### config.mk
export PLATFORM = sky130hd
export DESIGN_NAME = hex_encoder
export DESIGN_NICKNAME = d
export VERILOG_FILES = /design/src/rtl/grid_pkg.sv /design/src/rtl/hex_encoder.sv
export SDC_FILE = /design/constraint.sdc
export NUM_CORES = 1
export LEC_CHECK = 0
export BUFFER_PORTS_ARGS = -buffer_cell sky130_fd_sc_hd__buf_2
export CAP_MARGIN = 20
export CORE_UTILIZATION = 47
export DETAILED_ROUTE_END_ITERATION = 12
export PLACE_DENSITY = 0.85
export REMOVE_ABC_BUFFERS = 1
export SLEW_MARGIN = 20
export SYNTH_ARGS = -nofsm -noshare
export SYNTH_HDL_FRONTEND = slang
export SYNTH_SLANG_ARGS = --single-unit
### constraint.sdc
create_clock -name vclk -period 2.16
set_input_delay 0.54 -clock vclk [all_inputs]
set_output_delay 0.54 -clock vclk [all_outputs]
set_load 0.03 [all_outputs]
### src/rtl/grid_pkg.sv
package grid_pkg;

    // Grid geometry
    localparam int grid_size   = 28;
    localparam int cell_pixels = 4;
    localparam int grid_cells  = grid_size * grid_size;

    typedef logic [9:0]                     cell_addr_t;  // row * 28 + column
    typedef logic [4:0]                     coord_t;
    typedef logic [$clog2(cell_pixels)-1:0] offset_t;     // Pixel offset inside a cell
    typedef logic signed [31:0]             pixel_word_t; // Zero means empty

    // PS/2 arrow scan codes
    localparam logic [7:0] key_left  = 8'h6b;
    localparam logic [7:0] key_right = 8'h74;
    localparam logic [7:0] key_up    = 8'h75;
    localparam logic [7:0] key_down  = 8'h72;

    localparam int ps2_bits = 11;  // start, 8 data, parity, stop

    localparam logic [1:0] ps2_idle  = 2'd0;
    localparam logic [1:0] ps2_shift = 2'd1;
    localparam logic [1:0] ps2_check = 2'd2;

    // About 40 ms at 50 MHz
    localparam int holdoff_default = 2_000_000;
    typedef logic [20:0] holdoff_t;

    typedef logic [2:0] colour_t;
    localparam colour_t colour_cursor = 3'b100;
    localparam colour_t colour_set    = 3'b010;
    localparam colour_t colour_empty  = 3'b011;

    typedef struct packed {
        coord_t x;
        coord_t y;
    } cursor_t;

    typedef struct packed {
        logic        en;
        cell_addr_t  addr;
        pixel_word_t data;
    } cell_write_t;

    typedef struct packed {
        logic       plot;
        logic [7:0] x;
        logic [6:0] y;
        colour_t    colour;
    } pixel_out_t;

    // Bits arrive LSB first, so the start bit ends up at the bottom
    typedef struct packed {
        logic       stop;
        logic       parity;
        logic [7:0] code;
        logic       start;
    } ps2_fields_t;

    typedef union packed {
        logic [ps2_bits-1:0] raw;
        ps2_fields_t         f;
    } ps2_frame_u;

    function automatic cell_addr_t cell_addr(input coord_t col, input coord_t row);
        return cell_addr_t'(row * grid_size + col);
    endfunction

endpackage

### src/rtl/hex_encoder.sv
`timescale 1ns/10ps

module hex_encoder import grid_pkg::*; (
    input  cursor_t    cursor,
    output logic [6:0] hex0,
    output logic [6:0] hex1,
    output logic [6:0] hex2,
    output logic [6:0] hex3
);

    // Active-low segments, gfedcba
    function automatic logic [6:0] seg(input logic [3:0] v);
        case (v)
            4'h0: return 7'b1000000;
            4'h1: return 7'b1111001;
            4'h2: return 7'b0100100;
            4'h3: return 7'b0110000;
            4'h4: return 7'b0011001;
            4'h5: return 7'b0010010;
            4'h6: return 7'b0000010;
            4'h7: return 7'b1111000;
            4'h8: return 7'b0000000;
            4'h9: return 7'b0010000;
            4'ha: return 7'b0001000;
            4'hb: return 7'b0000011;
            4'hc: return 7'b1000110;
            4'hd: return 7'b0100001;
            4'he: return 7'b0000110;
            default: return 7'b0001110;
        endcase
    endfunction

    assign hex0 = seg(cursor.x[3:0]);
    assign hex1 = seg({3'b000, cursor.x[4]});  // Column high digit
    assign hex2 = seg(cursor.y[3:0]);
    assign hex3 = seg({3'b000, cursor.y[4]});

endmodule

=== Word-level counts from Yosys, hierarchy flattened ===
Memory sizes are Yosys's and may differ from the RTL's.
Cells that the tools add are included.

* Multiplexer cells: 2
* Bitwise logic cells: 2

{| class="wikitable"
|+ Operators by type and width
! kind !! number
|-
| 7-bit case mux with 2 select lines || 2
|-
| 1-bit inverter || 2
|}

* Register bits: 0
* Bits in read-only memories: 224
* Input port bits: 10
* Logic and storage cells: 6
* Memories kept: 2

{| class="wikitable"
|+ Memory list
! memory !! words !! bits a word !! read ports !! clocked after Yosys merged registers in !! write ports !! line !! source
|-
| (name not given) || 16 || 7 || 1 || 0 || 0 || hex_encoder.sv:13 || <nowiki>case (v)</nowiki>
|-
| (name not given) || 16 || 7 || 1 || 0 || 0 || hex_encoder.sv:13 ||
|}

=== Logic depth before layout (Yosys ltp) ===
* Depth in word-level cells: 2
* Mapped depth: 5
* Depth with buffers taken out: 5

=== Least setup slack after synthesis ===
OpenSTA, ideal clock, no wires.

* Path kind: input-to-output
* Start point: input cursor[5] (netlist bit)
* End point: output hex0[5]
* Arrival time: 1.585 ns
* Data required time: 1.620 ns
* Slack: 0.035 ns
* Stages: 3
* Path through: inv_1 -> ha_1 -> o31ai_1

* Longest elaborated chain between the ends: 1

{| class="wikitable"
|+ Ends and longest elaborated chain
! what !! line !! source
|-
| start, declared || hex_encoder.sv:4 || <nowiki>input cursor_t cursor,</nowiki>
|-
| memory 16 x 7 bit || n/a ||
|-
| end, declared || hex_encoder.sv:5 || <nowiki>output logic [6:0] hex0,</nowiki>
|}

Every way passes these cells.

=== Worst setup path after layout ===
* Start point: input cursor[0] (netlist bit)
* End point: output hex2[0]

* Longest elaborated chain between the ends: 1

{| class="wikitable"
|+ Ends and longest elaborated chain
! what !! line !! source
|-
| memory 16 x 7 bit || n/a ||
|-
| end, declared || hex_encoder.sv:7 || <nowiki>output logic [6:0] hex2,</nowiki>
|}

Every way passes these cells.

==> flow_summary.json <==
{
  "required_ps": 1620,
  "area_growth_pct": 42.1,
  "clkbuf_count": 0,
  "setup_viol_count_final": 0,
  "drt_pre_antenna_iters": 2,
  "power_per_cell_area_nw_per_um2": 255,
  "drv_slew": 0,
  "grt_pass1_vias": 517,
  "grt_overflow": 0,
  "synth_cell_types": 22,
  "min_path_type": "input pin to output pin",
  "io_pins": 38,
  "n_sequential_cell": 0,
  "seq_area_frac_synth": 0,
  "core_um2": 1300,
  "cts_hold_buf": 0,
  "avgViaCountPerCell": 5.04,
  "crit_path_frequent_cell": "buf_6",
  "place_ws_ps": -128,
  "grt_use_met3": 0.00568,
  "drc_errors": 0,
  "drt-total-wl_um": 1640,
  "hpwl_um": 1150,
  "met1_usage": 0.239,
  "gp_congestion": 0.724,
  "vdd_ir_drop_max_mv": 0.122,
  "fp.dieH_um": 39.6,
  "timing.final.ws_setup_ps": 10.7,
  "utilization": 0.724,
  "fin_area_um2": 942,
  "die_x_um": 39.6,
  "total_power_mw": 0.240,
  "antenna_cells": 0,
  "grt_usage": 0.193,
  "fin_crit_sh": 0.995,
  "start_kind": "input pin",
  "grt_busiest_layer": "met2",
  "drive_gt1_frac": 0.594,
  "path_max_fanout": 4,
  "synth_top_area_frac": 0.264,
  "synth_top_cell_by_area": "ha_1",
  "worst_path_largest_cell_delay_ps": 380,
  "grt_max_degree": 13,
  "initial_utilization": 0.510,
  "instances_no_fill": 116,
  "worstPathArrival_ps": 1610,
  "nets": 127,
  "slowest_stage": "or3b_1",
  "p_leak_nw": 0.463,
  "antenna_left": 0,
  "cap_violations": 0,
  "grt_pass1_wl_um": 2160,
  "cp-end-kind": "output pin",
  "synth.avg_cell_area_um2": 8.61,
  "antenna_found_initial": 0,
  "status": "finished clean",
  "wl_per_cell_um": 14.1,
  "postSynthCellCount": 77,
  "grt_use_met2": 0.377,
  "fin_crit_ps": 2150,
  "nFillCells": 89,
  "path_cells": "buf_6, buf_6, ha_4, nor2b_1, or3b_1, o21ai_1, buf_4",
  "critPathKind": "input pin to output pin",
  "dp.cells": 116,
  "die-area_um2": 1560,
  "syn_area_um2": 663,
  "rows": 13,
  "routed-via-count": 585,
  "clock.fmax_mhz": 465,
  "synth_area_leaders": "ha_1 26%, buf_4 16%, mux2i_1 9.1%, mux4_1 7.9%, a22o_1 5.3%",
  "placed_area_um2": 790,
  "finalHoldViolCount": 0,
  "port_buffers": 22,
  "final-seq-area_um2": 0,
  "ys.warnings.count": 0,
  "drtIter0Drc": 7
}
-- metrics by stage --
| stage | TNS [ps] | hold WS [ps] |
|---|---|---|
| 2_1_floorplan | 0 | 1080 |
| 3_3_place_gp | -336 | 1080 |
| 3_5_place_dp | -532 | 1080 |
| 4_1_cts | -31.9 | 1080 |
| 5_1_grt | -67.2 | 1080 |
| 6_report | 0 | 1080 |
-- final timing paths --
kind	from	endpoint	slack (ps)	cells after the start
setup / recovery	cursor[0]	hex2[0]	10	7
hold / removal	cursor[9]	hex1[0]	1080	0
-- final cells by class --
class	instances	area, um2	share of cell area
inverter	6	35.0	0.0372
tap	15	18.8	0.0199
timing repair buffer	38	290	0.308
multi-input combinational	57	598	0.635
-- cell usage in the layout (no fill, tap or decap), types with 3 or more instances in the layout --
master	count
buf_4	20
buf_2	10
buf_6	8
mux2i_1	6
ha_4	6
conb_1	6
ha_2	5
a22o_1	4
nor2_1	3
nand2_1	3
inv_4	3
ha_1	3
-- critical path, delay by kind of cell --
| kind | cells | cell delay, ps |
|---|---|---|
| buf+inv | 3 | 400 |
| fa+ha+maj | 1 | 140 |
| simple gates | 2 | 440 |
| compound gates | 1 | 90 |
-- cells by family (layout without fill, tap and decap cells) --
group | Yosys count | after routing | synth area share
AOI/OAI and AO/OA | 12 | 12 | 0.138
adders and majority gates | 14 | 14 | 0.264
buffers and inverters | 24 | 44 | 0.242
muxes | 12 | 12 | 0.238
other | 2 | 6 | 0.0113
and+or+nand+nor | 13 | 13 | 0.108
-- power by group --
part	internal (mW)	leakage, nW	switching [mW]	total [mW]
Clock	0	0	0	0
Sequential	0	0	0	0
Combinational	0.102	0.463	0.139	0.240
Total	0.102	0.463	0.139	0.240
-- layer usage --
metal,vias up,part of all wire
met1,279,0.41
met4,0,0
met3,0,0.015
met2,13,0.57
li1,293,-
met5,-,0
-- cell usage after synthesis --
master / number
a22o_1: 4
a32o_1: 2
buf_2: 2
buf_4: 14
buf_6: 2
conb_1: 2
ha_1: 14
inv_1: 6
mux2_1: 2
mux2_2: 2
mux2i_1: 6
mux4_1: 2
nand2_1: 3
nand2b_1: 1
nor2_1: 3
nor2_2: 2
nor2b_1: 2
o21ai_0: 1
o21ai_1: 2
o22ai_1: 1
o31ai_1: 2
or3b_1: 2
-- timing repair --
item / 4_1_cts / 5_1_grt
gates resized for setup: 25 / 21
setup endpoints to repair: 7 / 8
buffers inserted: 0 / 0
No activity file was read; power rests on OpenSTA's default activity.
