===== src/rtl/grid_pkg.sv =====
package grid_pkg;

    // Grid geometry
    localparam int grid_size   = 28;
    localparam int cell_pixels = 4;
    localparam int grid_cells  = grid_size * grid_size;

    typedef logic [9:0]                     cell_addr_t;  // row * 28 + column
    typedef logic [4:0]                     coord_t;
    typedef logic [$clog2(cell_pixels)-1:0] offset_t;     // Pixel offset inside a cell
    typedef logic signed [31:0]             pixel_word_t; // Zero means empty

    // PS/2 arrow scan codes
    localparam logic [7:0] key_left  = 8'h6b;
    localparam logic [7:0] key_right = 8'h74;
    localparam logic [7:0] key_up    = 8'h75;
    localparam logic [7:0] key_down  = 8'h72;

    localparam int ps2_bits = 11;  // start, 8 data, parity, stop

    localparam logic [1:0] ps2_idle  = 2'd0;
    localparam logic [1:0] ps2_shift = 2'd1;
    localparam logic [1:0] ps2_check = 2'd2;

    // About 40 ms at 50 MHz
    localparam int holdoff_default = 2_000_000;
    typedef logic [20:0] holdoff_t;

    typedef logic [2:0] colour_t;
    localparam colour_t colour_cursor = 3'b100;
    localparam colour_t colour_set    = 3'b010;
    localparam colour_t colour_empty  = 3'b011;

    typedef struct packed {
        coord_t x;
        coord_t y;
    } cursor_t;

    typedef struct packed {
        logic        en;
        cell_addr_t  addr;
        pixel_word_t data;
    } cell_write_t;

    typedef struct packed {
        logic       plot;
        logic [7:0] x;
        logic [6:0] y;
        colour_t    colour;
    } pixel_out_t;

    // Bits arrive LSB first, so the start bit ends up at the bottom
    typedef struct packed {
        logic       stop;
        logic       parity;
        logic [7:0] code;
        logic       start;
    } ps2_fields_t;

    typedef union packed {
        logic [ps2_bits-1:0] raw;
        ps2_fields_t         f;
    } ps2_frame_u;

    function automatic cell_addr_t cell_addr(input coord_t col, input coord_t row);
        return cell_addr_t'(row * grid_size + col);
    endfunction

endpackage


===== src/rtl/grid_scanner.sv =====
`timescale 1ns/10ps

module grid_scanner import grid_pkg::*; (
    input  logic        CLOCK_50,
    input  logic        reset_f,
    input  logic        on,
    input  cursor_t     cursor,
    input  pixel_word_t scan_data,
    output cell_addr_t  scan_addr,
    output pixel_out_t  pixel
);

    coord_t  col, row;
    offset_t xo, yo;
    logic    active;  // Low for the gap cycle between frames

    // Stage aligned with the memory read data
    coord_t  col_d, row_d;
    offset_t xo_d, yo_d;
    logic    valid_d;

    logic    is_cursor;

    assign scan_addr = cell_addr(col, row);
    assign is_cursor = (col_d == cursor.x) && (row_d == cursor.y);

    always_ff @(posedge CLOCK_50) begin
        if (reset_f) begin
            col     <= '0;
            row     <= '0;
            xo      <= '0;
            yo      <= '0;
            active  <= 1'b0;
            valid_d <= 1'b0;
            pixel   <= '0;
        end else if (on) begin
            if (!active) begin
                active <= 1'b1;
            end else if (xo != offset_t'(cell_pixels - 1)) begin
                xo <= xo + 1'b1;
            end else begin
                xo <= '0;
                if (yo != offset_t'(cell_pixels - 1)) begin
                    yo <= yo + 1'b1;
                end else begin
                    yo <= '0;
                    if (col != coord_t'(grid_size - 1)) begin
                        col <= col + 1'b1;
                    end else begin
                        col <= '0;
                        if (row != coord_t'(grid_size - 1)) begin
                            row <= row + 1'b1;
                        end else begin
                            row    <= '0;
                            active <= 1'b0;  // Frame done
                        end
                    end
                end
            end

            col_d   <= col;
            row_d   <= row;
            xo_d    <= xo;
            yo_d    <= yo;
            valid_d <= active;

            pixel.plot   <= valid_d;
            pixel.x      <= {1'b0, col_d, xo_d};
            pixel.y      <= {row_d, yo_d};
            pixel.colour <= is_cursor           ? colour_cursor :
                            (scan_data != '0)  ? colour_set    : colour_empty;
        end
    end

endmodule


===== config.mk =====
export PLATFORM = sky130hd
export DESIGN_NAME = grid_scanner
export DESIGN_NICKNAME = d
export VERILOG_FILES = /design/src/rtl/grid_pkg.sv /design/src/rtl/grid_scanner.sv
export SDC_FILE = /design/constraint.sdc
export NUM_CORES = 1
export LEC_CHECK = 0
export CORE_MARGIN = 5
export CORE_UTILIZATION = 28
export CTS_BUF_LIST = sky130_fd_sc_hd__clkbuf_4 sky130_fd_sc_hd__clkbuf_8
export DETAILED_ROUTE_END_ITERATION = 6
export DONT_BUFFER_PORTS = 1
export PLACE_DENSITY_LB_ADDON = 0.05
export SLEW_MARGIN = 15
export SYNTH_ARGS = -nofsm -noshare
export SYNTH_HDL_FRONTEND = slang
export SYNTH_SLANG_ARGS = --single-unit

===== constraint.sdc =====
create_clock -name CLOCK_50 -period 5 [get_ports CLOCK_50]
set_clock_uncertainty 0.1 [all_clocks]
set_input_delay 0 -clock CLOCK_50 [delete_from_list [all_inputs] [get_ports CLOCK_50]]
set_output_delay 0 -clock CLOCK_50 [all_outputs]
set_load 0.05 [all_outputs]

# Yosys cells after proc, flatten, opt, wreduce, memory -nomap -nowiden
# Cells that the tools add are included.
[totals]
regBits = 48
inputBits = 45
output_inout_bits = 29
word_cells = 48
[classes]
add_sub_neg = 5
multipliers = 1
n_eq_ne = 6
muxes = 11
bitwise_logic = 4
reduce_logical = 7
[ops]
columns = ["operator", "n"]
rows = [
  ["$reduce_bool 32->1", 1],
  ["$add 10x5->10", 1],
  ["$add 5x1->5 const B", 2],
  ["$eq 5x5->1", 2],
  ["$mux 5", 2],
  ["$ne 5x5->1 const B", 2],
  ["$mul 5x3->8 const B", 1],
  ["$mux 1", 6],
  ["$reduce_and 5->1", 1],
  ["$add 2x1->2 const B", 2],
  ["$mux 2", 2],
  ["$ne 2x2->1 const B", 2],
  ["$not 1->1", 4],
  ["$reduce_and 2->1", 2],
  ["$reduce_and 4->1", 1],
  ["$mux 3", 1],
  ["$reduce_and 3->1", 1],
  ["$logic_and 1x1->1", 1],
]

# Depth between registers and ports, before layout
[logic_depth]
word_depth = 6
ltp_mapped = 9
mapped_depth_nobuf = 9

# Worst setup path before layout
# No wires, ideal clock.
[synth_path]
path_type = "reg2out"
from = "register row[0]"
to = "output scan_addr[9]"
t_arrival_ns = 2.863
required_time_ns = 4.900
setup_slack_ns = 2.037
path_stages_with_launch = 10
path_buffers = 0
cell_sequence = "dfxtp_1 fa_1 ha_1 inv_1 fa_1 nand2b_1 a21oi_1 xor2_1 nand3_1 xor2_1"
[synth_via]
elab_chain_len = 2
[synth_rtl]
columns = ["item", "line", "source"]
rows = [
  ["from (decl)", "grid_scanner.sv:13", "coord_t col, row;"],
  ["from (signal assigned)", "grid_scanner.sv:52", "row <= row + 1'b1;"],
  ["$mul 5x3->8", "grid_pkg.sv:66", "return cell_addr_t'(row * grid_size + col);"],
  ["$add 10x5->10", "grid_pkg.sv:66", ""],
  ["to (decl)", "grid_scanner.sv:9", "output cell_addr_t scan_addr,"],
]
# No other way between the ends.

# Worst setup path after layout
# Same ends and word-level chain as after synthesis.

==> out/summary.md <==
Based on the critical path, the design can be clocked at up to 0.288 GHz. The global-route met1 utilization was 0.133. The tools report the kind of end point of the critical path as a primary output. The leakage power is 1.12 nW, and the final-report hold violation count is 0. Share of the synthesized area in the top cell type: 0.282. Vias after detailed routing: 1614. Most frequently used cell type in the post-synthesis netlist: dfxtp_1. The share of cells above drive strength 1 came out at 0.0551. The setup path with the least slack is of type reg2out. The tools report the final core utilization as 0.329.

Setup repair after global routing left no endpoint under its margin. The run gives 32 as the number of distinct library cell variants in the gate-level netlist after synthesis. The number of slew-limit violations in the final report is 0, and the share of the cycle needed by the critical path after routing is 0.694. The initial antenna violation count was 0; the transition time at the pin with the least slew margin was 1110 ps.

The tools report the final weighted congestion of routability-driven global placement as 0.700. The tools report the endpoint arrival time on the critical path as 3370 ps. The tree built by TritonCTS fans out to 48 sinks.

The cell type with the largest total area after synthesis is dfxtp_1. The detail route stage leaves a number of antenna-violating nets equal to 0. In this run the number of H-tree levels came out at 2. In the synthesized netlist, the number of instances is 230.

In this run the count of I/O pins placed on the die edge is 74. The signal on the critical path passes through fa_1, ha_1, inv_1, fa_1, nand2b_1, a21oi_1, xor2_1, nand3_1, xor2_1. For the met2 track utilization from global routing, the log shows 0.191.

For the global routing met3 resource utilization, the log shows 0.0257. The top flip-flop cell by instance count after synthesis was dfxtp_1. TritonCTS built the clock tree. Average wire per cell in the routed design: 16.0 µm. For the sequential cell area fraction in the yosys report, the log shows 0.457.

The run gives 300 ps as the worst-skew pair later-pin latency. Clock tree synthesis selected as its root buffer the cell clkbuf_8. Max-cap violations in this run came to 0. When the netlist entered floorplanning its net count stood at 297. In this run the cell area of the synthesized design comes to 2410 µm². The number of CTS-inserted buffers came out at 5.

By count the netlist is led by dfxtp_1 (34), nor2_1 (31), mux2i_1 (18), ha_1 (16). The post-detailed-route DRC marker count is 0. In this design, the largest share of critical-path delay is due to adder cells.

After filler insertion, the fill cell instance count of the layout stands at 858. After floorplanning, the core was sized to cover 8300 µm². A synthesized cell averages 10.5 µm². In this design, the stage delay of the slowest critical-path cell is 810 ps.

The run gives 0.257 as the relative max-transition margin. For the number of design-rule violations left by the first detailed-router iteration, the log shows 62. The starting density of the core was 0.291. The pin count of the biggest net entering global routing came out at 36. The number of warnings reported in the yosys synthesis log came out at 0. After global routing, the most crowded layer is met2. After floorplanning, the core was divided into 33 placement rows. By area the synthesized netlist is led by dfxtp_1 (28%), edfxtp_1 (17%), ha_1 (8.3%). No sink is reached through more buffers than the 2 on the longest clock path. The worst hold path belongs to the class in2reg.

After clock tree synthesis, the clock-pin slew on the worst setup and hold paths is 90 ps. The power density relative to cell area works out to 293 nW/µm². The total overflow reported by the global router was 0. The number of buffer and inverter instances along the worst setup path works out to 1. The floorplan step set the die height to 103 µm. Before antenna repair, the detailed router went through 4 iterations. The HPWL after detailed placement is 4.11 mm.

The synthesized design contains 48 register bits. The setup TNS after final layout came out at 0 ps. For this design, the slowest cell found on the critical path is xor2_1.

The worst-case IR drop observed on VDD is 0.117 mV. The area added between synthesis and finish is 13.2%, and the count of flip-flops with a built-in enable after synthesis is 14. Data on the critical path is required at its endpoint by 4900 ps. Setup violations remaining at the end of the flow were counted as 0. The final critical-path required period is 3470 ps. The wire length reported by the detailed router was 5.46 mm; the post-detailed-route via-to-cell ratio was 4.73. Number of global-route vias before repair: 1689.

The first global-routing pass estimated 8.94 mm of wire. Share of synthesized registers carrying an async set or reset: 0. In this run the worst path has a maximum fanout of 8. The count of port buffers added during placement was 0. The repair_antennas step left the layout with diodes totalling 0. For the combined global-route utilization of all metal layers, the log shows 0.110. The floorplan step defined a die boundary enclosing 10600 µm². The flow ran to the end, and the final reports show no timing, DRC or antenna violations. The run gives 302 as the number of nets in the layout. STA classifies the critical path startpoint as a flop. The width of the die is 103 µm.
## registers in the layout (all words and copies together), names as in the netlist
signal,flops
pixel,18
active,1
row,5
valid_d,1
row_d,5
yo,2
col_d,5
yo_d,2
col,5
xo,2
xo_d,2
## cell type report
type                            count  area, µm²  area share
Multi-Input combinational cell    164       1220       0.447
Clock inverter                      2       60.1      0.0220
Inverter                            6       22.5     0.00825
Timing Repair Buffer               10        118      0.0431
Sequential cell                    48       1100       0.403
Tap cell                          105        131      0.0481
Clock buffer                        6       76.3      0.0280
## layer usage
layer / up-vias / part of all wire / wire [µm]
met5: - / 0 / 0
met1: 756 / 0.42 / 2320
met2: 39 / 0.51 / 2780
met4: 0 / 0.015 / 83
li1: 813 / - / -
met3: 6 / 0.050 / 273
## power by group
part / total [mW] / internal (mW) / switching, mW
registers: 0.428 / 0.407 / 0.0205
clock network: 0.335 / 0.205 / 0.130
logic: 0.0375 / 0.0169 / 0.0207
total: 0.801 / 0.630 / 0.171
## cells by family (layout without fill, tap and decap cells)
kind of cell,after synthesis,in the layout,share of synthesized area
buffers and inverters,18,24,0.0374
other,1,1,0.00156
AOI/OAI and AO/OA,23,23,0.0550
adders and majority gates,22,22,0.133
muxes,18,18,0.0747
and+or+nand+nor,78,78,0.162
DFF,48,48,0.457
xor gates and xnor gates,22,22,0.0799
## placed cells by master (no fill, tap or decap), types with 5 or more instances in the layout
cell	count
nand3_1	5
nor3_1	8
nand2_1	6
edfxtp_1	14
mux2i_1	18
nor2_1	31
dlygate4sd3_1	7
dfxtp_1	34
xnor2_1	11
a21oi_1	14
nor4_1	9
xor2_1	11
inv_1	6
ha_1	16
clkbuf_8	5
fa_1	6
nand4_1	6
## path summary, 6_finish.rpt
kind	from	to	slack [ps]	depth (start not counted)
max	row[0]	scan_addr[9]	1530	9
min	on	xo_d[1]	10	1
max reg2reg	col_d[4]	pixel[0]	2280	5
min reg2reg	valid_d	valid_d	380	2
## what timing repair did
item                      in CTS  in global routing
hold endpoints to repair      39                  0
gates resized for setup        0                  0
buffers inserted               0                  0
hold buffers                   9                  0
## through the flow
| step | std cells | area (µm²) | hold slack [ps] | setup slack [ps] | power [mW] |
|---|---|---|---|---|---|
| detailed placement | 324 | 2480 | -17.1 | 1840 | 0.460 |
| finish | 341 | 2730 | 10.8 | 1530 | 0.801 |
| floorplan | 230 | 2410 | 77.2 | 2040 | 0.462 |
| global placement | 324 | 2480 | -16.9 | 1850 | 0.460 |
| CTS | 341 | 2730 | 5.67 | 1480 | 0.814 |
| global route | 341 | 2730 | 7.89 | 1330 | 0.836 |
(Power assumes the default switching activity.)
