`src/rtl/grid_pkg.sv`:
```
package grid_pkg;

    // Grid geometry
    localparam int grid_size   = 28;
    localparam int cell_pixels = 4;
    localparam int grid_cells  = grid_size * grid_size;

    typedef logic [9:0]                     cell_addr_t;  // row * 28 + column
    typedef logic [4:0]                     coord_t;
    typedef logic [$clog2(cell_pixels)-1:0] offset_t;     // Pixel offset inside a cell
    typedef logic signed [31:0]             pixel_word_t; // Zero means empty

    // PS/2 arrow scan codes
    localparam logic [7:0] key_left  = 8'h6b;
    localparam logic [7:0] key_right = 8'h74;
    localparam logic [7:0] key_up    = 8'h75;
    localparam logic [7:0] key_down  = 8'h72;

    localparam int ps2_bits = 11;  // start, 8 data, parity, stop

    localparam logic [1:0] ps2_idle  = 2'd0;
    localparam logic [1:0] ps2_shift = 2'd1;
    localparam logic [1:0] ps2_check = 2'd2;

    // About 40 ms at 50 MHz
    localparam int holdoff_default = 2_000_000;
    typedef logic [20:0] holdoff_t;

    typedef logic [2:0] colour_t;
    localparam colour_t colour_cursor = 3'b100;
    localparam colour_t colour_set    = 3'b010;
    localparam colour_t colour_empty  = 3'b011;

    typedef struct packed {
        coord_t x;
        coord_t y;
    } cursor_t;

    typedef struct packed {
        logic        en;
        cell_addr_t  addr;
        pixel_word_t data;
    } cell_write_t;

    typedef struct packed {
        logic       plot;
        logic [7:0] x;
        logic [6:0] y;
        colour_t    colour;
    } pixel_out_t;

    // Bits arrive LSB first, so the start bit ends up at the bottom
    typedef struct packed {
        logic       stop;
        logic       parity;
        logic [7:0] code;
        logic       start;
    } ps2_fields_t;

    typedef union packed {
        logic [ps2_bits-1:0] raw;
        ps2_fields_t         f;
    } ps2_frame_u;

    function automatic cell_addr_t cell_addr(input coord_t col, input coord_t row);
        return cell_addr_t'(row * grid_size + col);
    endfunction

endpackage

```
`src/rtl/ps2_receiver.sv`:
```
`timescale 1ns/10ps

module ps2_receiver import grid_pkg::*; (
    input  logic       CLOCK_50,
    input  logic       reset_f,
    input  logic       on,
    input  logic       ps2_clk,
    input  logic       ps2_dat,
    output logic [7:0] code,
    output logic       code_valid
);

    logic [7:0] filter;
    logic       clk_filt;
    logic       clk_filt_next;
    logic       fall_edge;
    logic       shift_en;
    logic [1:0] state;
    logic [3:0] bits_left;
    ps2_frame_u frame;

    // Filtered clock only flips once 8 samples agree
    assign clk_filt_next = (filter == 8'hff) ? 1'b1 :
                           (filter == 8'h00) ? 1'b0 : clk_filt;
    assign fall_edge     = clk_filt & ~clk_filt_next;

    // No new bits while the finished frame is checked
    assign shift_en = fall_edge && (state == ps2_idle || state == ps2_shift);

    always_ff @(posedge CLOCK_50) begin
        if (on && shift_en) begin
            frame.raw <= {ps2_dat, frame.raw[ps2_bits-1:1]};
        end
    end

    always_ff @(posedge CLOCK_50) begin
        if (reset_f) begin
            filter     <= '0;
            clk_filt   <= 1'b0;
            state      <= ps2_idle;
            bits_left  <= '0;
            code       <= '0;
            code_valid <= 1'b0;
        end else if (on) begin
            filter     <= {ps2_clk, filter[7:1]};
            clk_filt   <= clk_filt_next;
            code_valid <= 1'b0;
            case (state)
                ps2_idle: begin
                    if (shift_en) begin
                        bits_left <= 4'(ps2_bits - 2);  // Ten bits still to come
                        state     <= ps2_shift;
                    end
                end
                ps2_shift: begin
                    if (shift_en) begin
                        bits_left <= bits_left - 1'b1;
                        if (bits_left == '0)
                            state <= ps2_check;
                    end
                end
                ps2_check: begin
                    // Parity is not checked
                    if (!frame.f.start && frame.f.stop) begin
                        code       <= frame.f.code;
                        code_valid <= 1'b1;
                    end
                    state <= ps2_idle;
                end
                default: state <= ps2_idle;
            endcase
        end
    end

endmodule

```
`config.mk`:
```
export PLATFORM = sky130hd
export DESIGN_NAME = ps2_receiver
export DESIGN_NICKNAME = d
export VERILOG_FILES = /design/src/rtl/grid_pkg.sv /design/src/rtl/ps2_receiver.sv
export SDC_FILE = /design/constraint.sdc
export NUM_CORES = 1
export LEC_CHECK = 0
export ABC_AREA = 0
export BUFFER_PORTS_ARGS = -buffer_cell sky130_fd_sc_hd__buf_2
export CELL_PAD_IN_SITES_DETAIL_PLACEMENT = 2
export CELL_PAD_IN_SITES_GLOBAL_PLACEMENT = 2
export CORE_MARGIN = 3
export CORE_UTILIZATION = 38
export DETAILED_ROUTE_END_ITERATION = 10
export PLACE_DENSITY = 0.8
export SYNTH_ARGS = -nofsm -noshare
export SYNTH_HDL_FRONTEND = slang
export SYNTH_SLANG_ARGS = --single-unit
```
`constraint.sdc`:
```
create_clock -name CLOCK_50 -period 1.95 [get_ports CLOCK_50]
set_input_delay 0.39 -clock CLOCK_50 [delete_from_list [all_inputs] [get_ports CLOCK_50]]
set_output_delay 0.39 -clock CLOCK_50 [all_outputs]
set_load 0.03 [all_outputs]
```
### Word-level counts from Yosys, hierarchy flattened

Index checks and enable logic that the tools add are counted.

| storage, ports and cells | value |
|---|---|
| register bits | 35 |
| output and inout port bits | 9 |
| word-level logic and storage cells | 39 |

| operators by class | value |
|---|---|
| add/subtract/negate cells | 1 |
| equal/unequal tests | 6 |
| multiplexer cells | 11 |
| bitwise operators | 2 |
| reduce and logical (&&, ||, !) cells | 12 |

Operator list:

| kind | number |
|---|---|
| $eq A8 B8 Y1 const B | 1 |
| $logic_not A8 Y1 | 1 |
| $mux W4 | 2 |
| $pmux W4 S2 | 1 |
| $reduce_and A4 Y1 | 2 |
| $mux W2 | 3 |
| $logic_not A4 Y1 | 1 |
| $mux W1 | 4 |
| $ne A2 B2 Y1 const B | 2 |
| $pmux W2 S2 | 1 |
| $sub A4 B1 Y4 const B | 1 |
| $logic_and A1 B1 Y1 | 3 |
| $reduce_and A3 Y1 | 1 |
| $eq A2 B1 Y1 const B | 1 |
| $eq A2 B2 Y1 const B | 1 |
| $logic_not A2 Y1 | 1 |
| $ne A2 B1 Y1 const B | 1 |
| $reduce_bool A2 Y1 | 1 |
| $and A1 B1 Y1 | 1 |
| $logic_not A1 Y1 | 1 |
| $logic_or A1 B1 Y1 | 1 |
| $not A1 Y1 | 1 |

### Longest topological paths before layout

| logic depth | value |
|---|---|
| depth after elaboration | 8 |
| depth in mapped cells | 5 |

### Worst setup path after synthesis

OpenSTA, ideal clock, no wires.

| timing path | value |
|---|---|
| path type | register to register |
| start | register filter[3] |
| end | register bits_left[2] |
| arrival time | 1,310 ps |
| required time | 1,835 ps |
| slack | 525 ps |
| stages on the path, launching flop included | 6 |
| clock period less this slack | 1,425 ps |
| cells stage by stage | dfxtp_1 > nor4_4 > and4b_1 > buf_4 > o21ai_1 > a31o_1 |

| between the ends | value |
|---|---|
| longest elaborated chain between the ends | 8 |
| elaborated cells between the ends (all ways) | 10 |
| classes of those cells | 3 x eq/ne; 2 x mux; 2 x bitwise; 3 x reduce/logical |

Ends and longest elaborated chain:

| element | RTL line | source |
|---|---|---|
| start: declaration | ps2_receiver.sv:13 | `logic [7:0] filter;` |
| start signal: assignment | ps2_receiver.sv:45 | `filter <= {ps2_clk, filter[7:1]};` |
| $logic_not A8 Y1 | ps2_receiver.sv:24 | `(filter == 8'h00) ? 1'b0 : clk_filt;` |
| $mux W1 | ps2_receiver.sv:24 |  |
| $mux W1 * | ps2_receiver.sv:23 | `assign clk_filt_next = (filter == 8'hff) ? 1'b1 :` |
| $not A1 Y1 * | ps2_receiver.sv:25 | `assign fall_edge = clk_filt & ~clk_filt_next;` |
| $and A1 B1 Y1 * | ps2_receiver.sv:25 |  |
| $logic_and A1 B1 Y1 * | ps2_receiver.sv:28 | `assign shift_en = fall_edge && (state == ps2_idle \|\| state == ps2_shift);` |
| $ne A2 B2 Y1 (no source line) | -- |  |
| $reduce_and A4 Y1 (no source line) * | -- |  |
| end signal: assignment | ps2_receiver.sv:51 | `bits_left <= 4'(ps2_bits - 2);` |
| end signal: assignment | ps2_receiver.sv:57 | `bits_left <= bits_left - 1'b1;` |
| end: declaration | ps2_receiver.sv:19 | `logic [3:0] bits_left;` |

Mark *: on every way between the ends. The rest lies on a longest branch, timed or not.
A chain may end at the register's enable or synchronous reset.

### Final worst setup path

| timing path | value |
|---|---|
| start | register filter[1] |
| end | register frame[7] in the netlist's numbering, enable pin |

| between the ends | value |
|---|---|
| longest elaborated chain between the ends | 7 |
| elaborated cells between the ends (all ways) | 8 |
| classes of those cells | 1 x eq/ne; 2 x mux; 2 x bitwise; 3 x reduce/logical |

Ends and longest elaborated chain:

| element | RTL line | source |
|---|---|---|
| $logic_not A8 Y1 | ps2_receiver.sv:24 |  |
| $mux W1 | ps2_receiver.sv:24 |  |
| $mux W1 * | ps2_receiver.sv:23 |  |
| $not A1 Y1 * | ps2_receiver.sv:25 |  |
| $and A1 B1 Y1 * | ps2_receiver.sv:25 |  |
| $logic_and A1 B1 Y1 * | ps2_receiver.sv:28 |  |
| $logic_and A1 B1 Y1 * | ps2_receiver.sv:31 | `if (on && shift_en) begin` |
| end: declaration | ps2_receiver.sv:20 | `ps2_frame_u frame;` |

Marks and branches as above.

==> results.toml <==
[power_and_ir_drop]
p_seq_share_pct = 65.8
power_density_nw_per_um2 = 749
leakagePower_nw = 0.590
netSwitchingFraction_pct = 21.6
clkPwrFrac_pct = 31.2
finalPower_w = 0.00114
combPwrFrac_pct = 3.0
p_int_w = 0.000898
ir_worst_vdd_mv = 0.280
power.net_switching_w = 0.000247

[clock_network]
cts_tree = "built"
clock_sinks = 35
clkTransAtPathRegs_ps = 100
h-tree-depth = 2
ctsHoldBuffers = 0
clockBufferDepth = 2
post_cts_resized = 0
cts_made_buffers = 5
cts_root_buf = "clkbuf_4"
worstSkewPairLatency_ps = 320
postCtsSetupRepairBufs = 0

[grt]
grt_max_degree = 25
grt_pass1_wl_um = 5150
grt_pass1_vias = 1039
antenna_found_initial = 0
overflow = 0
grt_use_total_pct = 16.0

[logic_synthesis]
synthCells = 116
yosysSeqAreaShare_pct = 59.3
synth_fa_ha_area_share_pct = 1.83
syn-cell-area_um2 = 1370
netlist_top_cells_area = "dfxtp_1 (35%), edfxtp_1 (24%), mux2i_1 (12%)"
synth_edf_count = 11
synth.area.mux_share_pct = 12.5
yosys_warnings = 0
synth_fp_nets = 123
yosysUniqueCellTypes = 29
synth_xor_area_share_pct = 0
ys_seq_elements = 35
synth_top_family_by_area = "simple AND/OR/NAND/NOR gates"
synth.top_cell.area_share_pct = 35.2
ys_async_sr_fraction_pct = 0
synth_compound_area_share_pct = 4.21
synth.largest_area_cell = "dfxtp_1"
avgSynthCellArea_um2 = 11.8
synth_top_flop_cell = "dfxtp_1"
yosys.area_share.simple_pct = 19.0

[finish]
drive_gt1_share_pct = 18.7
post-route-util_pct = 45.1
layout_common_cells = "dfxtp_1 (24), nor2_1 (22), mux2i_1 (17)"
area_growth_pct = 11.9
stdcell_count = 180
final_nets = 140
layout_commonest_cell = "dfxtp_1"
diodes = 0

[detailed_routing]
drc = 0
drt-initial-drc-count = 55
antenna_left = 0
wl_met3_um = 76
wl_met2_um = 1690
via_per_inst = 5.06
dr.max_layer_used = "met4"
vias = 910
first_pass_iters = 4
wl_um = 2980
wire_per_inst_um = 16.6
wl_met1_um = 1200

[placement]
globalplace.congestion = 0.742
io_buffers = 13
dp_slack_ps = 276
place.detailed.hpwl_um = 2210
dp.cells = 172

[sta]
period_minus_slack_ps = 1630
slew_headroom_pct = 68.5
max_slew.worst_pin.slew_ps = 472
clock_skew_ps = 12.5
fin_ws_ps = 323
slew_viol_final = 0
setup_tns_ps = 0
rsz0062_at_grt = "no"
hold_viol = 0
fin_crit_sh_pct = 83.4
timing.fmax_mhz = 615
setup_viol = 0

[worst_hold_path]
hold_class = "input port to register"

[setup_path]
crit_type = "register to register"
worstPathArrival_ps = 1660
start_kind = "register"
cp_max_fo = 11
end_kind = "register"
reg2reg_slack_ps = 320
worstPathRequired_ps = 1980

[floorplan]
die_area_um2 = 4350
start_util_pct = 40.3
rows = 21
die_h_um = 66.0
coreArea_um2 = 3390
io_pins = 14
fp.dieW_um = 66.0

[flow_run]
drv_cap = 0

[outcome]
status = "finished, final reports clean"
[synthesized netlist by cell type (2+ instances only)]
cell type / n
edfxtp_1: 11
nor3_1: 2
dfxtp_1: 24
inv_1: 5
nand4b_1: 2
nand2_1: 2
mux2i_1: 17
nand3_1: 2
nand4_1: 2
a21oi_1: 4
clkbuf_1: 2
nor2b_1: 2
nand3b_1: 2
buf_2: 2
nor2_1: 22
ha_1: 2
[final timing paths]
| path | startpoint | to | cells after the start |
|---|---|---|---|
| setup / recovery | filter[1] | frame[7] | 3 |
| hold / removal | ps2_dat | frame[10] | 1 |
| setup reg to reg | filter[1] | frame[7] | 3 |
| hold reg to reg | frame[7] | frame[6] | 0 |
[per-layer routing]
layer  GRT usage (%)  vias up
met1            18.2      453
met2            29.0       12
met4            5.33        0
met5               0        -
li1                -      443
met3            4.08        2
[per-stage QoR]
step	hold WS, ps	cell area, um2
after floorplan	400	1370
after global placement	413	1480
after global routing	223	1530
after detailed placement	444	1480
after CTS	225	1530
final	239	1530
[kinds of logic (layout without fill, tap and decap cells)]
kind of cell,count (synthesis),count (layout)
flip-flops,35,35
AO/OA/AOI/OAI,9,9
adder cells (fa/ha/maj),2,2
multiplexers,17,17
AND/OR/NAND/NOR,43,43
buffers and inverters,10,28
[layout make-up]
type                       count  area, um2
fill                         349       1860
sequential                    35        811
multi-input combinational     71        512
timing repair buffer          15       80.1
tap                           46       57.6
clock buffer                   6       41.3
inverter                       5       18.8
clock inverter                 2       8.76
[registers in the layout (all words and copies together), names as in the netlist]
register	flops
bits_left	4
clk_filt	1
code	8
code_valid	1
filter	8
frame	11
state	2
[power by group through the flow]
stage,logic [W],clock network (W),registers [W]
after global routing,0.0000392,0.000413,0.000753
final,0.0000346,0.000357,0.000752
after floorplan,0.0000231,0,0.000768
after CTS,0.0000353,0.000375,0.000753
after global placement,0.0000341,0,0.000769
after detailed placement,0.0000351,0,0.000769
[worst max-delay path, stage by stage, from the launching register on]
cell and delay, ps:
dfxtp_1 370, nor4b_4 330, and4b_1 390, buf_4 250
No activity file was read; power rests on OpenSTA's default activity.
