## config.mk

```make
export PLATFORM = sky130hd
export DESIGN_NAME = cursor_control
export DESIGN_NICKNAME = d
export VERILOG_FILES = /design/src/rtl/grid_pkg.sv /design/src/rtl/cursor_control.sv
export SDC_FILE = /design/constraint.sdc
export NUM_CORES = 1
export LEC_CHECK = 0
export BUFFER_PORTS_ARGS = -buffer_cell sky130_fd_sc_hd__buf_2
export CAP_MARGIN = 10
export CORE_MARGIN = 3
export CORE_UTILIZATION = 56
export CTS_CLUSTER_DIAMETER = 40
export DETAILED_ROUTE_END_ITERATION = 10
export PLACE_DENSITY = 0.81
export SLEW_MARGIN = 10
export SYNTH_ARGS = -nofsm -noshare
export SYNTH_HDL_FRONTEND = slang
export SYNTH_SLANG_ARGS = --single-unit
```

## constraint.sdc

```tcl
create_clock -name CLOCK_50 -period 3.8 [get_ports CLOCK_50]
set_clock_uncertainty 0.1 [all_clocks]
set_input_delay 0.76 -clock CLOCK_50 [delete_from_list [all_inputs] [get_ports CLOCK_50]]
set_output_delay 0.76 -clock CLOCK_50 [all_outputs]
set_load 0.02 [all_outputs]
```

## src/rtl/grid_pkg.sv

```systemverilog
package grid_pkg;

    // Grid geometry
    localparam int grid_size   = 28;
    localparam int cell_pixels = 4;
    localparam int grid_cells  = grid_size * grid_size;

    typedef logic [9:0]                     cell_addr_t;  // row * 28 + column
    typedef logic [4:0]                     coord_t;
    typedef logic [$clog2(cell_pixels)-1:0] offset_t;     // Pixel offset inside a cell
    typedef logic signed [31:0]             pixel_word_t; // Zero means empty

    // PS/2 arrow scan codes
    localparam logic [7:0] key_left  = 8'h6b;
    localparam logic [7:0] key_right = 8'h74;
    localparam logic [7:0] key_up    = 8'h75;
    localparam logic [7:0] key_down  = 8'h72;

    localparam int ps2_bits = 11;  // start, 8 data, parity, stop

    localparam logic [1:0] ps2_idle  = 2'd0;
    localparam logic [1:0] ps2_shift = 2'd1;
    localparam logic [1:0] ps2_check = 2'd2;

    // About 40 ms at 50 MHz
    localparam int holdoff_default = 2_000_000;
    typedef logic [20:0] holdoff_t;

    typedef logic [2:0] colour_t;
    localparam colour_t colour_cursor = 3'b100;
    localparam colour_t colour_set    = 3'b010;
    localparam colour_t colour_empty  = 3'b011;

    typedef struct packed {
        coord_t x;
        coord_t y;
    } cursor_t;

    typedef struct packed {
        logic        en;
        cell_addr_t  addr;
        pixel_word_t data;
    } cell_write_t;

    typedef struct packed {
        logic       plot;
        logic [7:0] x;
        logic [6:0] y;
        colour_t    colour;
    } pixel_out_t;

    // Bits arrive LSB first, so the start bit ends up at the bottom
    typedef struct packed {
        logic       stop;
        logic       parity;
        logic [7:0] code;
        logic       start;
    } ps2_fields_t;

    typedef union packed {
        logic [ps2_bits-1:0] raw;
        ps2_fields_t         f;
    } ps2_frame_u;

    function automatic cell_addr_t cell_addr(input coord_t col, input coord_t row);
        return cell_addr_t'(row * grid_size + col);
    endfunction

endpackage

```

## src/rtl/cursor_control.sv

```systemverilog
`timescale 1ns/10ps

module cursor_control import grid_pkg::*; #(
    parameter int holdoff_cycles = holdoff_default
) (
    input  logic        CLOCK_50,
    input  logic        reset_f,
    input  logic        on,
    input  logic [7:0]  code,
    input  logic        code_valid,
    input  logic        draw,
    output cursor_t     cursor,
    output cell_write_t wr
);

    holdoff_t holdoff;

    always_ff @(posedge CLOCK_50) begin
        if (reset_f) begin
            cursor  <= '0;
            holdoff <= '0;
            wr      <= '0;
        end else if (on) begin
            if (holdoff == '0) begin
                // Write goes to the cell under the cursor before any move
                wr.en   <= draw;
                wr.addr <= cell_addr(cursor.x, cursor.y);
                wr.data <= pixel_word_t'(1);
                if (code_valid) begin
                    case (code)
                        key_left: if (cursor.x != '0) begin
                            cursor.x <= cursor.x - 1'b1;
                            holdoff  <= holdoff_t'(holdoff_cycles);
                        end
                        key_right: if (cursor.x != coord_t'(grid_size - 1)) begin
                            cursor.x <= cursor.x + 1'b1;
                            holdoff  <= holdoff_t'(holdoff_cycles);
                        end
                        key_up: if (cursor.y != '0) begin
                            cursor.y <= cursor.y - 1'b1;
                            holdoff  <= holdoff_t'(holdoff_cycles);
                        end
                        key_down: if (cursor.y != coord_t'(grid_size - 1)) begin
                            cursor.y <= cursor.y + 1'b1;
                            holdoff  <= holdoff_t'(holdoff_cycles);
                        end
                        default: ;  // Other keys do nothing
                    endcase
                end
            end else begin
                holdoff <= holdoff - 1'b1;  // Codes ignored while counting
                wr.en   <= 1'b0;
            end
        end
    end

endmodule

```

After elaboration in Yosys (flattened, before gate mapping)
Cells that the tools add are included.

word-level totals
  bits in registers = 43
  input bits = 13
  output and inout bits = 53
  logic and storage cells = 52

cells by class
  add/sub/neg operators = 6
  $mul = 1
  equality and inequality tests = 16
  mux-type cells = 14
  reductions and logical operators = 9

operator list
  operator                                                                 number
  21-bit 2-to-1 mux                                                        6
  21-bit case mux with 4 select lines                                      1
  8-bit by 7-bit == test with 1-bit output, second input constant          4
  21-bit logical NOT                                                       1
  21-bit by 1-bit subtractor with 21-bit output, second input constant     1
  5-bit 2-to-1 mux                                                         4
  5-bit case mux with 2 select lines                                       2
  3-bit inequality test, second input constant                             4
  6-bit AND reduction                                                      2
  10-bit by 5-bit adder with 10-bit output                                 1
  5-bit by 1-bit adder with 5-bit output, second input constant            2
  2-bit inequality test, second input constant                             5
  5-bit inequality test, second input constant                             2
  5-bit nonzero test                                                       2
  5-bit by 1-bit subtractor with 5-bit output, second input constant       2
  5-bit by 3-bit multiplier with 8-bit output, second input constant       1
  7-bit AND reduction                                                      1
  5-bit by 1-bit inequality test with 1-bit output, second input constant  1
  2-bit nonzero test                                                       2
  2-bit AND reduction                                                      1
  1-bit 2-to-1 mux                                                         1

Longest topological paths before layout
Gate-level depths: netlist of run 1.

  depth after elaboration = 5
  depth in mapped cells = 9
  gate-level depth less buffers = 9

Worst setup path before layout of run 1
OpenSTA, ideal clock, no wires.

  path kind = register -> register
  from = register cursor[1] (netlist bit)
  to = register wr[41] (netlist bit)
  library setup time = 0.074 ns
  data arrival time = 2.830 ns
  required time = 3.626 ns
  setup slack = 0.796 ns
  stages on the path, launching flop included = 9
  path buffers = 0
  clock period less this slack = 3.004 ns
  cell sequence = dfxtp_1 fa_1 ha_1 ha_1 a21oi_1 a211oi_1 nand3_1 or4_1 a31oi_1

on the way
  cells in the longest elaborated chain, start to end = 2

ends and longest elaborated chain
  item                                         line                  source
  start: declaration                           cursor_control.sv:12  output cursor_t cursor,
  5-bit by 3-bit multiplier with 8-bit output  grid_pkg.sv:66        return cell_addr_t'(row * grid_size + col);
  10-bit by 5-bit adder with 10-bit output     grid_pkg.sv:66
  end: declaration                             cursor_control.sv:13  output cell_write_t wr

Every way passes these cells.
A chain may end at the register's enable or synchronous reset.

Worst setup path after layout of run 1
Same ends and word-level chain as after synthesis.

==> impl_metrics.tcl, run 1 <==
set metrics [dict create \
    routedWlPerCell_um 15.0 \
    cts_tree "done" \
    min_path_type "flop to flop" \
    ys.flop_type "dfxtp_1" \
    min_period_over_period_pct 82.1 \
    p_int_w 0.00117 \
    synth_top_area_share_pct 26.8 \
    worstSkewPairLatency_ns 0.30 \
    clockPowerShare_pct 17.5 \
    netlist_instances 379 \
    grt_use_total_pct 22.7 \
    initial_core_util_pct 60.2 \
    detail_route.first_pass.iterations 5 \
    period_minus_slack_ns 3.12 \
    vias 2860 \
    stdcell_count 480 \
    seqPwrFrac_pct 34.4 \
    vdd_drop_max_v 0.000321 \
    drv_cap 0 \
    yosys.area_share.simple_pct 25.3 \
    wirelength_um 7220 \
    cp_max_fo 8 \
    cts_buffers 5 \
    clock_path_buffers 2 \
    synth_compound_area_share_pct 19.6 \
    combinationalPowerShare_pct 48.1 \
    fin_setup_tns_ns 0 \
    grt_pass1_wl_um 12100 \
    critical_path_class "flop to flop" \
    yosysUniqueCellTypes 59 \
    synth_xor_area_share_pct 3.82 \
    synth_seq_cells 43 \
    crit_slowest_cell "dfxtp_1" \
    rr_startpoint "cursor[1]$_SDFFE_PP0P_" \
    drc 0 \
    postCtsSetupRepairBufs 0 \
    post-dp-hpwl_um 5310 \
    die_w_um 81.7 \
    cts_sinks 43 \
    htree_levels 2 \
    total_power_w 0.00210 \
    power.leakage_nw 1.43 \
    dieArea_um2 6680 \
    maxSlewViolCount 0 \
    synth_top_family_by_area "simple AND/OR/NAND/NOR gates" \
    synth_edf_count 0 \
    antenna_cells 0 \
    num-fill-cells 479 \
    drt_iter0_drc 288 \
    antenna_found_initial 0 \
    clkTransAtPathRegs_ns 0.09 \
    rsz0062_at_grt "no" \
    ys_warn_count 0 \
    place.gp.congestion 0.873 \
    crit_chain "fa_1 -> ha_1 -> ha_1 -> a21oi_1 -> a211oi_1 -> nand3_1 -> or4_1 -> a31oi_1" \
    most-common-layout-cells "dfxtp_1, a21oi_1, buf_2, conb_1, nor2_1" \
    ant_nets 0 \
    ff2ff_setup_slack_ns 0.68 \
    post_route_cells_drive_above_1_share_pct 13.7 \
    muxShareOfSynthArea_pct 0.351 \
    required_ns 3.93 \
    core_um2 5340 \
    synthArstFlopShare_pct 0 \
    switchingPower_w 0.000934 \
    seq_area_frac_synth_pct 26.8 \
    overflow 0 \
    fp.dieH_um 81.7 \
    switching_share_pct 44.5 \
    place_inst 472 \
    synth_area_leaders "dfxtp_1, ha_1, buf_4" \
    hold_viol 0 \
    fin_nets 451 \
    endpoint_kind "flop" \
    critical-path-max-stage-delay_ns 0.55 \
    grt_max_degree 45 \
    r2r_end "wr[41]$_SDFFE_PP0P_" \
    setup_violations 0 \
    power_density_nw_per_um2 614 \
    run_status "complete, no violations" \
    path_common_cell "ha_1" \
    slew_headroom_pct 45.6 \
    synth_largest_area_cell "dfxtp_1" \
    grt_pass1_vias 2638 \
    syn_area_um2 3210 \
    cp.arrival_ns 3.25 \
    io_buffers 34 \
    worst_slew_pin_slew_ns 0.816 \
    crit_start "cursor[1]$_SDFFE_PP0P_" \
    clock-root-buffer "clkbuf_8" \
    crit_end "wr[41]$_SDFFE_PP0P_" \
    syn_to_final_growth_pct 6.51 \
    fmax_mhz 321 \
    mostFrequentLayoutCell "dfxtp_1" \
    vias_per_cell 5.96 \
    synthAdderAreaFrac_pct 13.2 \
    io_pins 66 \
    postCtsHoldBufs 0 \
    placementRows 26 \
    synth_area_per_cell_um2 8.47 \
    worstSetupStartpointType "flop" \
    ff2ff_path_depth 8 \
    ctsResizeCount 0 \
]
==> worst min-delay path by stage <==
stage                                  start                  endpoint  cells after the start
floorplan           holdoff[20]$_SDFFE_PP0P_  holdoff[20]$_SDFFE_PP0P_                      1
CTS                      wr[42]$_SDFFE_PP0P_       wr[42]$_SDFFE_PP0P_                      2
detailed placement       wr[42]$_SDFFE_PP0P_       wr[42]$_SDFFE_PP0P_                      2
global route             wr[42]$_SDFFE_PP0P_       wr[42]$_SDFFE_PP0P_                      2
global placement         wr[42]$_SDFFE_PP0P_       wr[42]$_SDFFE_PP0P_                      2
finish                   wr[42]$_SDFFE_PP0P_       wr[42]$_SDFFE_PP0P_                      2
==> metrics by stage <==
step                      util, %  cell area (µm²)  worst slack, ns  hold slack, ns
after floorplan                 -             3320            0.796           0.359
after global placement       62.0             3310            0.802           0.336
after detailed placement     62.0             3310            0.668           0.344
after CTS                    64.1             3420            0.701           0.357
after global routing         64.1             3420            0.448           0.366
final                        64.1             3420            0.680           0.356
==> routing by layer <==
layer  GRT usage, %  wire length [µm]  up-vias
met4           6.98                90        0
met2           37.8              3570      111
li1               -                 -     1391
met1           29.9              3120     1346
met5              0                 0        -
met3           3.84               441       12
==> layout make-up <==
| cell class | count | area (µm²) | share of cell area [%] |
|---|---|---|---|
| Multi-Input combinational cell | 306 | 2110 | 61.8 |
| Sequential cell | 43 | 861 | 25.2 |
| Timing Repair Buffer | 35 | 178 | 5.19 |
| Tap cell | 70 | 87.6 | 2.56 |
| Clock buffer | 5 | 68.8 | 2.01 |
| Inverter | 18 | 67.6 | 1.98 |
| Clock inverter | 3 | 43.8 | 1.28 |
==> cells in the mapped netlist, types with 9 or more instances <==
cell,number
ha_1,21
buf_4,31
nor2_1,25
inv_1,18
a21oi_1,38
nand2_1,22
a211oi_1,9
o21ai_0,18
dfxtp_1,43
nand3_1,20
clkbuf_1,9
or3_1,10
or4_1,9
==> logic make-up (layout without fill, tap and decap cells) <==
kind of cell,count (synthesis),after routing
AND/OR/NAND/NOR,131,131
AO/OA/AOI/OAI,100,100
buffers and inverters,60,61
flip-flops,43,43
adder cells (fa/ha/maj),29,29
XOR/XNOR,14,14
other,1,31
multiplexers,1,1
==> worst max-delay path: cells and delay by family, from the launching register on <==
family                     cells  cell delay, ns
AOI/OAI and AO/OA              3            0.64
adders and majority gates      3            1.13
DFF                            1            0.55
and+or+nand+nor                2            0.64
==> state kept, by name (all words and copies together), names as in the netlist <==
signal and count:
cursor 10, holdoff 21, wr 12
==> power groups by stage <==
| stage | registers [W] | clock network, W | logic, W |
|---|---|---|---|
| floorplan | 0.000712 | 0 | 0.000825 |
| detailed placement | 0.000727 | 0 | 0.000997 |
| CTS | 0.000720 | 0.000370 | 0.00100 |
| global route | 0.000743 | 0.000393 | 0.00112 |
| finish | 0.000722 | 0.000367 | 0.00101 |
| global placement | 0.000719 | 0 | 0.000972 |
Note: power is estimated with default switching activity, not from simulation.
==> inputs of run 2 (changes only) <==
- ABC_AREA: not set -> 1
- CORE_UTILIZATION: 56 -> 51
- PLACE_DENSITY: 0.81 -> 0.77
- clock period: 3.8 -> 2.5 ns (I/O delays scaled with it)
==> impl_metrics.tcl, run 2 <==
set metrics [dict create \
    run_status "complete, no violations" \
    required_ns 2.58 \
    cts_buffers 5 \
    endpoint_kind "flop" \
    post-dp-hpwl_um 6110 \
    ff2ff_path_depth 9 \
    slew_headroom_pct 59.5 \
    fp.dieH_um 89.4 \
    setup_violations 0 \
    place.gp.congestion 0.944 \
    io_pins 66 \
    period_minus_slack_ns 2.44 \
    synth_common_cells "nand2_1, nor2_1, inv_1" \
    r2r_end "wr[39]$_SDFFE_PP0P_" \
    drv_cap 0 \
    vias 3371 \
    synth_xor_area_share_pct 3.95 \
    overflow 0 \
    wirelength_um 8250 \
    grt_pass1_wl_um 13500 \
    clkTransAtPathRegs_ns 0.08 \
    htree_levels 2 \
    grt_pass1_vias 3125 \
    muxShareOfSynthArea_pct 0 \
    clock-root-buffer "clkbuf_8" \
    min_from "draw" \
    mostFrequentLayoutCell "nand2_1" \
    min_path_type "input port to flop" \
    syn_area_um2 3550 \
    largest_reg_flops 21 \
    min_period_over_period_pct 97.5 \
    synth_largest_area_cell "dfxtp_1" \
    vias_per_cell 5.14 \
    cts_tree "done" \
    worstSkewPairLatency_ns 0.30 \
    setup_ws_ns 0.0620 \
    crit_chain "fa_1 -> ha_2 -> inv_2 -> fa_2 -> xnor2_2 -> nand3b_1 -> buf_4 -> xnor2_2 -> a21oi_1" \
    hold_end "wr[42]$_SDFFE_PP0P_" \
    cp.arrival_ns 2.52 \
    fin_setup_tns_ns 0 \
    worst_slew_pin_slew_ns 0.601 \
    total_power_w 0.00198 \
    synth_area_leaders "dfxtp_1, nand2_1, nor2_1" \
    rsz0062_at_grt "yes" \
    dieArea_um2 7990 \
    grt_max_degree 25 \
    yosys.area_share.simple_pct 35.2 \
    ant_nets 0 \
    detail_route.first_pass.iterations 4 \
    ff2ff_setup_slack_ns 0.06 \
    most-common-layout-cells "nand2_1, nor2_1, inv_1, nand3_1, dfxtp_1" \
    crit_slowest_cell "fa_1" \
    max_flop_register "holdoff" \
    synth_top_family_by_area "simple AND/OR/NAND/NOR gates" \
    hold_path_depth 3 \
    routedWlPerCell_um 12.6 \
    core_um2 6530 \
    initial_core_util_pct 54.3 \
    fin_nets 620 \
    antenna_found_initial 0 \
    vdd_drop_max_v 0.000266 \
    io_buffers 34 \
    synth_seq_cells 43 \
    placementRows 29 \
    clock_path_buffers 2 \
    synth_area_per_cell_um2 6.65 \
    critical-path-max-stage-delay_ns 0.50 \
    ys_warn_count 0 \
    drc 0 \
    fmax_mhz 410 \
    synth_compound_area_share_pct 9.56 \
    netlist_instances 533 \
    seq_area_frac_synth_pct 24.3 \
    syn_to_final_growth_pct 9.60 \
    path_common_cell "xnor2_2" \
    rr_startpoint "cursor[1]$_SDFFE_PP0P_" \
    maxSlewViolCount 0 \
    ys.flop_type "dfxtp_1" \
    antenna_cells 0 \
    cp_max_fo 4 \
    grt_use_total_pct 21.2 \
    dp_slack_ns 0.0145 \
    worstSetupStartpointType "flop" \
    yosysMostFrequentCell "nand2_1" \
    yosysUniqueCellTypes 32 \
    synth_top_area_share_pct 24.3 \
    synth_edf_count 0 \
    drt_iter0_drc 140 \
    cts_sinks 43 \
    synthArstFlopShare_pct 0 \
    die_w_um 89.4 \
    top_regs "holdoff x21, wr x12, cursor x10" \
    post_route_cells_drive_above_1_share_pct 15.9 \
    critical_path_class "flop to flop" \
    power.leakage_nw 1.96 \
    power_density_nw_per_um2 510 \
    synthAdderAreaFrac_pct 11.9 \
    hold_viol 0 \
]
-- run 2: cell types whose count changed in the layout (fill, tap and decap cells not counted), sizes merged, moves of 10 or more --
cell / previous run / this run
inv: 18 / 59
nand3: 20 / 52
buf: 35 / 48
nand2: 22 / 114
nor2: 25 / 87
or3: 10 / 0
-- run 2: metrics by stage --
| step | instance area [µm²] | cells | hold slack (ns) | utilization, % |
|---|---|---|---|---|
| after floorplan | 3670 | 563 | 0.326 | - |
| after global placement | 3700 | 644 | 0.341 | 56.7 |
| after detailed placement | 3700 | 644 | 0.353 | 56.7 |
| after CTS | 3800 | 654 | 0.342 | 58.2 |
| after global routing | 3890 | 656 | 0.366 | 59.5 |
| final | 3890 | 656 | 0.343 | 59.5 |
-- run 2: final cells by class --
| cell class | count | area [µm²] |
|---|---|---|
| clock buffers | 5 | 68.8 |
| clock inverters | 3 | 15.0 |
| fillers | 638 | 2650 |
| inverters | 59 | 221 |
| multi-input cells | 421 | 2340 |
| flip-flops and latches | 43 | 870 |
| well taps | 77 | 96.3 |
| repair buffers | 48 | 275 |
-- run 2: layer usage --
metal	wire [µm]	GRT usage [%]	part of all wire (%)
met5	0	0	0
met4	170	6.36	2.1
met3	344	4.33	4.2
met2	4230	38.4	51
met1	3510	24.9	43
-- run 2: power breakdown --
group          leakage [nW]  total, W  internal (W)  switching [W]
logic                  1.56  0.000721      0.000242       0.000479
registers             0.353  0.000815      0.000747      0.0000676
clock network        0.0477  0.000446      0.000192       0.000255
-- run 2: worst max-delay path by stage --
stage / from / end / slack, ns / cells past startpoint
after CTS: cursor[2]$_SDFFE_PP0P_ / wr[41]$_SDFFE_PP0P_ / 0.01 / 13
after global placement: cursor[0]$_SDFFE_PP0P_ / wr[40]$_SDFFE_PP0P_ / 0.06 / 10
after detailed placement: cursor[1]$_SDFFE_PP0P_ / wr[40]$_SDFFE_PP0P_ / 0.01 / 9
after floorplan: cursor[0]$_SDFFE_PP0P_ / wr[40]$_SDFFE_PP0P_ / 0.04 / 10
after global routing: cursor[1]$_SDFFE_PP0P_ / wr[40]$_SDFFE_PP0P_ / -0.03 / 10
final: cursor[1]$_SDFFE_PP0P_ / wr[39]$_SDFFE_PP0P_ / 0.06 / 9
-- run 2: cell families (layout without fill, tap and decap cells) --
kind of cell / Yosys count / count (layout)
AND/OR/NAND/NOR: 278 / 278
buffers and inverters: 99 / 115
AO/OA/AOI/OAI: 67 / 67
flip-flops: 43 / 43
adder cells (fa/ha/maj): 29 / 29
XOR/XNOR: 16 / 16
other: 1 / 31
-- run 2: timing repair --
action                     4_1_cts  5_1_grt
hold buffers                     0        0
buffers inserted                 2        2
resized for setup                1       15
setup endpoints to repair        2        4
pin swaps                        2        3
-- run 2: critical path: cells and delay by family, from the launching register on --
family | cells | cell delay [ns]
DFF | 1 | 0.37
adders and majority gates | 3 | 1.04
buffers and inverters | 2 | 0.22
and+or+nand+nor | 1 | 0.15
AOI/OAI and AO/OA | 1 | 0.08
xor gates and xnor gates | 2 | 0.35
